--- src/hdl/i2c_pkg.sv ---
package i2c_pkg;

	// protocol phases of one transaction
	typedef enum logic [2:0] {
		IDLE,
		START,
		ADDR,
		ACK_ADDR,
		WDATA,
		RDATA,
		ACK_DATA,
		STOP
	} i2c_state_e;

	// register byte offsets on the host bus
	localparam logic [4:0] REG_NBY = 5'd0;
	localparam logic [4:0] REG_ADR = 5'd4;
	localparam logic [4:0] REG_RDR = 5'd8;
	localparam logic [4:0] REG_TDR = 5'd12;
	localparam logic [4:0] REG_CFG = 5'd16;

	// one SCL period is twice this many system clocks
	localparam logic [7:0] SCL_HALF = 8'd75;

	// bit positions in the configuration register
	localparam int CFG_START = 0;
	localparam int CFG_READ  = 1;
	localparam int CFG_DONE  = 2;
	localparam int CFG_NACK  = 3;

endpackage

--- src/hdl/i2c_regs.sv ---
`timescale 1ns/1ps

module i2c_regs (
	input  logic        clk_i,
	input  logic        rst_i,
	input  logic        write_i,
	input  logic [3:0]  data_be_i,
	input  logic [4:0]  addr_i,
	input  logic [31:0] wdata_i,
	output logic [31:0] rdata_o,
	output logic        cfg_start_o,
	output logic        cfg_read_o,
	output logic [2:0]  nby_o,
	output logic [6:0]  saddr_o,
	output logic [31:0] tdr_o,
	input  logic        rx_clear_i,
	input  logic        rx_bit_we_i,
	input  logic [4:0]  rx_bit_idx_i,
	input  logic        rx_bit_i,
	input  logic        xfer_done_i,
	input  logic        xfer_nack_i
);
	import i2c_pkg::*;

	logic [31:0] nby_q;
	logic [31:0] adr_q;
	logic [31:0] rdr_q;
	logic [31:0] tdr_q;
	logic [31:0] cfg_q;

	function automatic logic [31:0] be_merge(input logic [31:0] old_v,
		input logic [31:0] new_v, input logic [3:0] be);
		logic [31:0] res;
		res = old_v;
		for (int i = 0; i < 4; i++) begin
			if (be[i])
				res[8*i +: 8] = new_v[8*i +: 8];
		end
		return res;
	endfunction

	always_ff @(posedge clk_i) begin
		if (rst_i) begin
			nby_q <= '0;
			adr_q <= '0;
			rdr_q <= '0;
			tdr_q <= '0;
			cfg_q <= '0;
		end else begin
			if (write_i) begin
				case (addr_i)
					REG_NBY: nby_q <= be_merge(nby_q, wdata_i, data_be_i);
					REG_ADR: adr_q <= be_merge(adr_q, wdata_i, data_be_i);
					REG_RDR: rdr_q <= be_merge(rdr_q, wdata_i, data_be_i);
					REG_TDR: tdr_q <= be_merge(tdr_q, wdata_i, data_be_i);
					REG_CFG: begin
						cfg_q <= be_merge(cfg_q, wdata_i, data_be_i);
						// a new start wipes the status of the previous transfer
						if (data_be_i[0] && wdata_i[CFG_START]) begin
							cfg_q[CFG_DONE] <= 1'b0;
							cfg_q[CFG_NACK] <= 1'b0;
						end
					end
					default: ;
				endcase
			end
			// engine updates come last so they override a host write in the same cycle
			if (rx_clear_i)
				rdr_q <= '0;
			if (rx_bit_we_i)
				rdr_q[rx_bit_idx_i] <= rx_bit_i;
			if (xfer_done_i) begin
				cfg_q[CFG_START] <= 1'b0;
				cfg_q[CFG_DONE]  <= 1'b1;
				cfg_q[CFG_NACK]  <= xfer_nack_i;
			end
		end
	end

	always_comb begin
		case (addr_i)
			REG_NBY: rdata_o = nby_q;
			REG_ADR: rdata_o = adr_q;
			REG_RDR: rdata_o = rdr_q;
			REG_TDR: rdata_o = tdr_q;
			REG_CFG: rdata_o = cfg_q;
			default: rdata_o = '0;
		endcase
	end

	// zero bytes still moves one byte, anything above four is capped
	always_comb begin
		if (nby_q > 32'd4)
			nby_o = 3'd4;
		else if (nby_q == 32'd0)
			nby_o = 3'd1;
		else
			nby_o = nby_q[2:0];
	end

	assign cfg_start_o = cfg_q[CFG_START];
	assign cfg_read_o  = cfg_q[CFG_READ];
	assign saddr_o     = adr_q[6:0];
	assign tdr_o       = tdr_q;

endmodule

--- src/hdl/i2c_scl_gen.sv ---
`timescale 1ns/1ps

module i2c_scl_gen (
	input  logic clk_i,
	input  logic rst_i,
	input  logic run_i,
	output logic scl_o,
	output logic rise_o,
	output logic fall_o
);
	import i2c_pkg::*;

	logic [7:0] cnt_q;
	logic       scl_q;
	logic       rise_q;
	logic       fall_q;
	logic       toggle;

	assign toggle = (cnt_q == SCL_HALF - 8'd1);

	// strobes are high in the first cycle that shows the new SCL level
	always_ff @(posedge clk_i) begin
		if (rst_i || !run_i) begin
			cnt_q  <= '0;
			scl_q  <= 1'b1;
			rise_q <= 1'b0;
			fall_q <= 1'b0;
		end else begin
			rise_q <= toggle && !scl_q;
			fall_q <= toggle && scl_q;
			if (toggle) begin
				cnt_q <= '0;
				scl_q <= ~scl_q;
			end else begin
				cnt_q <= cnt_q + 8'd1;
			end
		end
	end

	assign scl_o  = scl_q;
	assign rise_o = rise_q;
	assign fall_o = fall_q;

endmodule

--- src/hdl/i2c_byte_fsm.sv ---
`timescale 1ns/1ps

module i2c_byte_fsm (
	input  logic        clk_i,
	input  logic        rst_i,
	input  logic        cfg_start_i,
	input  logic        cfg_read_i,
	input  logic [2:0]  nby_i,
	input  logic [6:0]  saddr_i,
	input  logic [31:0] tdr_i,
	input  logic        scl_rise_i,
	input  logic        scl_fall_i,
	input  logic        sda_i,
	output logic        scl_run_o,
	output logic        sda_o,
	output logic        sda_oe_o,
	output logic        rx_clear_o,
	output logic        rx_bit_we_o,
	output logic [4:0]  rx_bit_idx_o,
	output logic        rx_bit_o,
	output logic        xfer_done_o,
	output logic        xfer_nack_o
);
	import i2c_pkg::*;

	i2c_state_e state_q, state_d;
	logic [2:0] bit_cnt_q, bit_cnt_d;
	logic [1:0] byte_cnt_q, byte_cnt_d;
	logic       read_q, read_d;
	logic       nack_q, nack_d;
	logic       sda_oe_q, sda_oe_d;
	logic [7:0] addr_byte;
	logic [2:0] nby_last;

	assign addr_byte = {saddr_i, read_q};
	assign nby_last  = nby_i - 3'd1;

	always_comb begin
		state_d    = state_q;
		bit_cnt_d  = bit_cnt_q;
		byte_cnt_d = byte_cnt_q;
		read_d     = read_q;
		nack_d     = nack_q;
		sda_oe_d   = sda_oe_q;
		case (state_q)
			IDLE: begin
				sda_oe_d = 1'b0;
				// pulling SDA low while SCL is parked high is the START condition
				if (cfg_start_i) begin
					state_d    = START;
					read_d     = cfg_read_i;
					nack_d     = 1'b0;
					byte_cnt_d = nby_last[1:0];
					sda_oe_d   = 1'b1;
				end
			end
			START: begin
				if (scl_fall_i) begin
					state_d   = ADDR;
					bit_cnt_d = 3'd7;
					sda_oe_d  = !addr_byte[7];
				end
			end
			ADDR: begin
				if (scl_fall_i) begin
					if (bit_cnt_q == 3'd0) begin
						state_d  = ACK_ADDR;
						sda_oe_d = 1'b0;
					end else begin
						bit_cnt_d = bit_cnt_q - 3'd1;
						sda_oe_d  = !addr_byte[bit_cnt_d];
					end
				end
			end
			ACK_ADDR: begin
				if (scl_rise_i)
					nack_d = sda_i;
				if (scl_fall_i) begin
					bit_cnt_d = 3'd7;
					if (nack_q) begin
						state_d  = STOP;
						sda_oe_d = 1'b1;
					end else if (read_q) begin
						state_d  = RDATA;
						sda_oe_d = 1'b0;
					end else begin
						state_d  = WDATA;
						sda_oe_d = !tdr_i[{byte_cnt_q, 3'd7}];
					end
				end
			end
			WDATA: begin
				if (scl_fall_i) begin
					if (bit_cnt_q == 3'd0) begin
						state_d  = ACK_DATA;
						sda_oe_d = 1'b0;
					end else begin
						bit_cnt_d = bit_cnt_q - 3'd1;
						sda_oe_d  = !tdr_i[{byte_cnt_q, bit_cnt_d}];
					end
				end
			end
			RDATA: begin
				if (scl_fall_i) begin
					if (bit_cnt_q == 3'd0) begin
						// ack every byte but the last one
						state_d  = ACK_DATA;
						sda_oe_d = (byte_cnt_q != 2'd0);
					end else begin
						bit_cnt_d = bit_cnt_q - 3'd1;
					end
				end
			end
			ACK_DATA: begin
				if (scl_rise_i && !read_q)
					nack_d = sda_i;
				if (scl_fall_i) begin
					bit_cnt_d = 3'd7;
					if (nack_q || byte_cnt_q == 2'd0) begin
						state_d  = STOP;
						sda_oe_d = 1'b1;
					end else begin
						byte_cnt_d = byte_cnt_q - 2'd1;
						if (read_q) begin
							state_d  = RDATA;
							sda_oe_d = 1'b0;
						end else begin
							state_d  = WDATA;
							sda_oe_d = !tdr_i[{byte_cnt_d, 3'd7}];
						end
					end
				end
			end
			STOP: begin
				// releasing SDA while SCL is high is the STOP condition
				if (scl_rise_i) begin
					state_d  = IDLE;
					sda_oe_d = 1'b0;
				end
			end
			default: state_d = IDLE;
		endcase
	end

	always_ff @(posedge clk_i) begin
		if (rst_i) begin
			state_q    <= IDLE;
			bit_cnt_q  <= '0;
			byte_cnt_q <= '0;
			read_q     <= 1'b0;
			nack_q     <= 1'b0;
			sda_oe_q   <= 1'b0;
		end else begin
			state_q    <= state_d;
			bit_cnt_q  <= bit_cnt_d;
			byte_cnt_q <= byte_cnt_d;
			read_q     <= read_d;
			nack_q     <= nack_d;
			sda_oe_q   <= sda_oe_d;
		end
	end

	assign scl_run_o = (state_q != IDLE);

	// the pad is open drain and only ever pulls the wire low
	assign sda_o    = 1'b0;
	assign sda_oe_o = sda_oe_q;

	assign rx_clear_o   = (state_q == IDLE) && cfg_start_i && cfg_read_i;
	assign rx_bit_we_o  = (state_q == RDATA) && scl_rise_i;
	assign rx_bit_idx_o = {byte_cnt_q, bit_cnt_q};
	assign rx_bit_o     = sda_i;
	assign xfer_done_o  = (state_q == STOP) && scl_rise_i;
	assign xfer_nack_o  = nack_q;

endmodule

--- src/hdl/i2c_master.sv ---
`timescale 1ns/1ps

module i2c_master (
	input  logic        clk_i,
	input  logic        rst_i,
	input  logic        write_i,
	input  logic [3:0]  data_be_i,
	input  logic [4:0]  addr_i,
	input  logic [31:0] wdata_i,
	output logic [31:0] rdata_o,
	input  logic        sda_i,
	output logic        sda_o,
	output logic        sda_oe_o,
	output logic        scl_o
);

	logic        cfg_start;
	logic        cfg_read;
	logic [2:0]  nby;
	logic [6:0]  saddr;
	logic [31:0] tdr;
	logic        rx_clear;
	logic        rx_bit_we;
	logic [4:0]  rx_bit_idx;
	logic        rx_bit;
	logic        xfer_done;
	logic        xfer_nack;
	logic        scl_run;
	logic        scl_rise;
	logic        scl_fall;

	i2c_regs regs_i (
		.clk_i        (clk_i),
		.rst_i        (rst_i),
		.write_i      (write_i),
		.data_be_i    (data_be_i),
		.addr_i       (addr_i),
		.wdata_i      (wdata_i),
		.rdata_o      (rdata_o),
		.cfg_start_o  (cfg_start),
		.cfg_read_o   (cfg_read),
		.nby_o        (nby),
		.saddr_o      (saddr),
		.tdr_o        (tdr),
		.rx_clear_i   (rx_clear),
		.rx_bit_we_i  (rx_bit_we),
		.rx_bit_idx_i (rx_bit_idx),
		.rx_bit_i     (rx_bit),
		.xfer_done_i  (xfer_done),
		.xfer_nack_i  (xfer_nack)
	);

	i2c_scl_gen scl_gen_i (
		.clk_i  (clk_i),
		.rst_i  (rst_i),
		.run_i  (scl_run),
		.scl_o  (scl_o),
		.rise_o (scl_rise),
		.fall_o (scl_fall)
	);

	i2c_byte_fsm byte_fsm_i (
		.clk_i        (clk_i),
		.rst_i        (rst_i),
		.cfg_start_i  (cfg_start),
		.cfg_read_i   (cfg_read),
		.nby_i        (nby),
		.saddr_i      (saddr),
		.tdr_i        (tdr),
		.scl_rise_i   (scl_rise),
		.scl_fall_i   (scl_fall),
		.sda_i        (sda_i),
		.scl_run_o    (scl_run),
		.sda_o        (sda_o),
		.sda_oe_o     (sda_oe_o),
		.rx_clear_o   (rx_clear),
		.rx_bit_we_o  (rx_bit_we),
		.rx_bit_idx_o (rx_bit_idx),
		.rx_bit_o     (rx_bit),
		.xfer_done_o  (xfer_done),
		.xfer_nack_o  (xfer_nack)
	);

endmodule

--- config.mk ---
export PLATFORM = sky130hd
export DESIGN_NAME = i2c_master
export DESIGN_NICKNAME = d
export VERILOG_FILES = /design/src/hdl/i2c_pkg.sv /design/src/hdl/i2c_regs.sv /design/src/hdl/i2c_scl_gen.sv /design/src/hdl/i2c_byte_fsm.sv /design/src/hdl/i2c_master.sv
export SDC_FILE = /design/constraint.sdc
export NUM_CORES = 1
export LEC_CHECK = 0
export BUFFER_PORTS_ARGS = -buffer_cell sky130_fd_sc_hd__buf_2
export CAP_MARGIN = 20
export CELL_PAD_IN_SITES_DETAIL_PLACEMENT = 0
export CELL_PAD_IN_SITES_GLOBAL_PLACEMENT = 1
export CORE_ASPECT_RATIO = 1.75
export CORE_MARGIN = 2
export CORE_UTILIZATION = 29
export CTS_CLUSTER_SIZE = 24
export DETAILED_ROUTE_END_ITERATION = 10
export GPL_ROUTABILITY_DRIVEN = 0
export HOLD_SLACK_MARGIN = 0.1
export PLACE_DENSITY = 0.56
export SETUP_SLACK_MARGIN = 0.3
export SYNTH_ARGS = -nofsm -noshare
export SYNTH_HDL_FRONTEND = slang
export SYNTH_SLANG_ARGS = --single-unit
--- constraint.sdc ---
create_clock -name clk_i -period 4.81 [get_ports clk_i]
set_input_delay 0.7215 -clock clk_i [delete_from_list [all_inputs] [get_ports clk_i]]
set_output_delay 0.7215 -clock clk_i [all_outputs]
set_load 0.01 [all_outputs]
==> results.sh <==
export IMPL_run_status="completed"
export IMPL_grt_pass1_vias=8241
export IMPL_cp_end_kind="flip-flop"
export IMPL_wirelength_um=33700
export IMPL_rsz0062_at_grt="false"
export IMPL_p_leak_nw=4.13
export IMPL_synthToLayoutAreaGrowth_pct=13.9
export IMPL_path_cells="clkinv_1 > ha_1 > ha_1 > mux2i_1 > mux4_2 > and3_1 > o41ai_1 > a21oi_1"
export IMPL_final_nets=1142
export IMPL_cts_hold_buffers=0
export IMPL_tightest_slew_ns=0.901
export IMPL_h_tree_depth=4
export IMPL_crit_path_frequent_cell="ha_1"
export IMPL_period_needed_ns=3.75
export IMPL_ff2ff_path_depth=8
export IMPL_cts_clk_slew_worst_paths_ns=0.06
export IMPL_cts_root_buffer="clkbuf_16"
export IMPL_tns_ns=0
export IMPL_postSynthCellCount=1066
export IMPL_max_slew_margin_rel_pct=39.9
export IMPL_multi_input_area_mm2=0.00527
export IMPL_postSynthAreaPerCell_um2=8.74
export IMPL_wl_per_cell_um=22.5
export IMPL_path_max_fanout=16
export IMPL_yosys_area_top_type="dfxtp_1"
export IMPL_peakVddDrop_uv=262
export IMPL_max_stage_delay_ns=0.82
export IMPL_min_path_cells=2
export IMPL_worst_path_buf_inv=1
export IMPL_cp_start_kind="flip-flop"
export IMPL_setup_viol=0
export IMPL_die_x_um=139
export IMPL_max_freq_mhz=267
export IMPL_drtPass1Iterations=5
export IMPL_clk_path_buf_depth=2
export IMPL_synth_top_area_share_pct=39.1
export IMPL_finalCritPeriodShare_pct=77.9
export IMPL_finalPower_w=0.00317
export IMPL_synthesis_nets=1122
export IMPL_cp_top_family="adder cells"
export IMPL_cts_tree="yes"
export IMPL_clkSinkCount=182
export IMPL_fillers=3323
export IMPL_grt_antenna_before_repair=0
export IMPL_core_mm2=0.0315
export IMPL_crit_slowest_cell="ha_1"
export IMPL_hpwl_um=22900
export IMPL_timing_final_ws_setup_ns=1.06
export IMPL_grt_pass1_wl_um=51300
export IMPL_clock_latency_ns=0.46
export IMPL_hp_class="reg -> reg"
export IMPL_regArea_mm2=0.00364
export IMPL_dp_slack_ns=1.15
export IMPL_worstPathRequired_ns=5.14
export IMPL_design_portCount=80
export IMPL_cts_made_buffers=17
export IMPL_drive_gt1_share_pct=15.8
export IMPL_vias=8224
export IMPL_ys_warn_count=0
export IMPL_synth_top_cells_by_area="dfxtp_1, mux2i_1, a21oi_1, nor2_1, nand2_1"
export IMPL_synth_commonest_cells="dfxtp_1, mux2i_1, nor2_1"
export IMPL_powerDensity_mw_per_mm2=299
export IMPL_ant_nets=0
export IMPL_final_setup_skew_ns=0.0119
export IMPL_cts_resized=0
export IMPL_synth_most_common_cell="dfxtp_1"
export IMPL_row_count=86
export IMPL_io_buffer_count=78
export IMPL_drc_errors=0
export IMPL_grt_max_degree=79
export IMPL_arrival_ns=4.07
export IMPL_syn_area_mm2=0.00932
export IMPL_drtIter0Drc=498
export IMPL_initial_utilization_pct=29.5
export IMPL_antenna_cells=0
export IMPL_maxCapViolations=0
export IMPL_die_area_mm2=0.0336
export IMPL_synth_edf_count=0
export IMPL_yosysSeqAreaShare_pct=39.1
export IMPL_cp_num_cells=8
export IMPL_gr_total_overflow=0
export IMPL_finalHoldViolations=0
export IMPL_track_usage_pct=20.2
export IMPL_synth_cell_types=65
export IMPL_vias_per_cell=5.50
export IMPL_ys_ff_latch=182
export IMPL_path_class="reg -> reg"
export IMPL_postCtsSetupBuffers=0
export IMPL_drv_slew=0
export IMPL_synth_ff_type="dfxtp_1"
export IMPL_die_y_um=241
export IMPL_synth_async_reset_ratio_pct=0
[metal layers]
| layer | vias to the layer above | part of all wire [%] | track usage (%) |
|---|---|---|---|
| met5 | - | 0 | 0 |
| met4 | 0 | 4.1 | 10.8 |
| met3 | 65 | 3.0 | 2.40 |
| met2 | 202 | 52 | 36.9 |
| met1 | 4029 | 41 | 22.9 |
| li1 | 3928 | - | - |
[cell usage in the layout (no fill, tap or decap), types with 20 or more instances in the layout]
master	instances
nor2_1	116
mux2_2	22
nand3_1	57
dfxtp_1	182
nand2_1	108
a221o_1	34
mux2i_1	134
buf_2	77
a21oi_1	91
o21ai_0	36
nand4_1	22
buf_4	20
[power by group]
part           internal [W]  switching, W  leakage [nW]
logic             0.0000394      0.000113          2.37
clock network      0.000859      0.000642         0.292
registers           0.00151    0.00000498          1.47
total               0.00241      0.000760          4.13
[metrics by stage]
stage | area, um2 | instances | hold WS, ns | util (%)
after floorplan | 9320 | 1066 | 0.436 | -
after global placement | 10000 | 1463 | 0.440 | 31.7
after detailed placement | 10000 | 1463 | 0.446 | 31.7
after CTS | 10600 | 1494 | 0.455 | 33.7
after global routing | 10600 | 1494 | 0.468 | 33.7
final | 10600 | 1494 | 0.454 | 33.7
[cell families after synthesis]
logic type,count (synthesis),synth area share (%)
DFF,182,39.1
xor gates and xnor gates,8,0.752
and+or+nand+nor,373,19.3
muxes,163,18.7
other,1,0.0403
buffers and inverters,109,4.62
AOI/OAI and AO/OA,219,16.0
adders and majority gates,11,1.48
[layout make-up]
cell class / count / share of cell area [%]
clock buffers: 21 / 4.43
multi-input cells: 775 / 49.6
flip-flops and latches: 182 / 34.3
well taps: 396 / 4.67
repair buffers: 98 / 5.15
inverters: 12 / 0.425
clock inverters: 10 / 1.36
[worst min-delay path, cell delays in order, from the launching register on]
cell and delay [ns]:
dfxtp_1 0.31, nand2_1 0.05, a21oi_1 0.05
[flip-flops by register name (all words and copies together) (netlist names)]
register                cells
regs_i.adr_q               32
regs_i.cfg_q               32
regs_i.nby_q               32
regs_i.rdr_q               32
regs_i.tdr_o               32
scl_gen_i.cnt_q             8
byte_fsm_i.bit_cnt_q        3
byte_fsm_i.state_q          3
byte_fsm_i.byte_cnt_q       2
byte_fsm_i.read_q           1
byte_fsm_i.sda_oe_o         1
byte_fsm_i.xfer_nack_o      1
scl_gen_i.fall_o            1
scl_gen_i.rise_o            1
scl_gen_i.scl_o             1
[worst paths after layout]
path	endpoint	slack, ns	start
worst min-delay path	regs_i.adr_q[15]$_SDFFE_PP0P_	0.45	regs_i.adr_q[15]$_SDFFE_PP0P_
worst max-delay path	byte_fsm_i.sda_oe_o$_SDFFE_PP0P_	1.06	byte_fsm_i.bit_cnt_q[0]$_SDFFE_PP0P_
worst max register to register	byte_fsm_i.sda_oe_o$_SDFFE_PP0P_	1.06	byte_fsm_i.bit_cnt_q[0]$_SDFFE_PP0P_
worst min register to register	regs_i.adr_q[15]$_SDFFE_PP0P_	0.45	regs_i.adr_q[15]$_SDFFE_PP0P_
(Power assumes the default switching activity.)
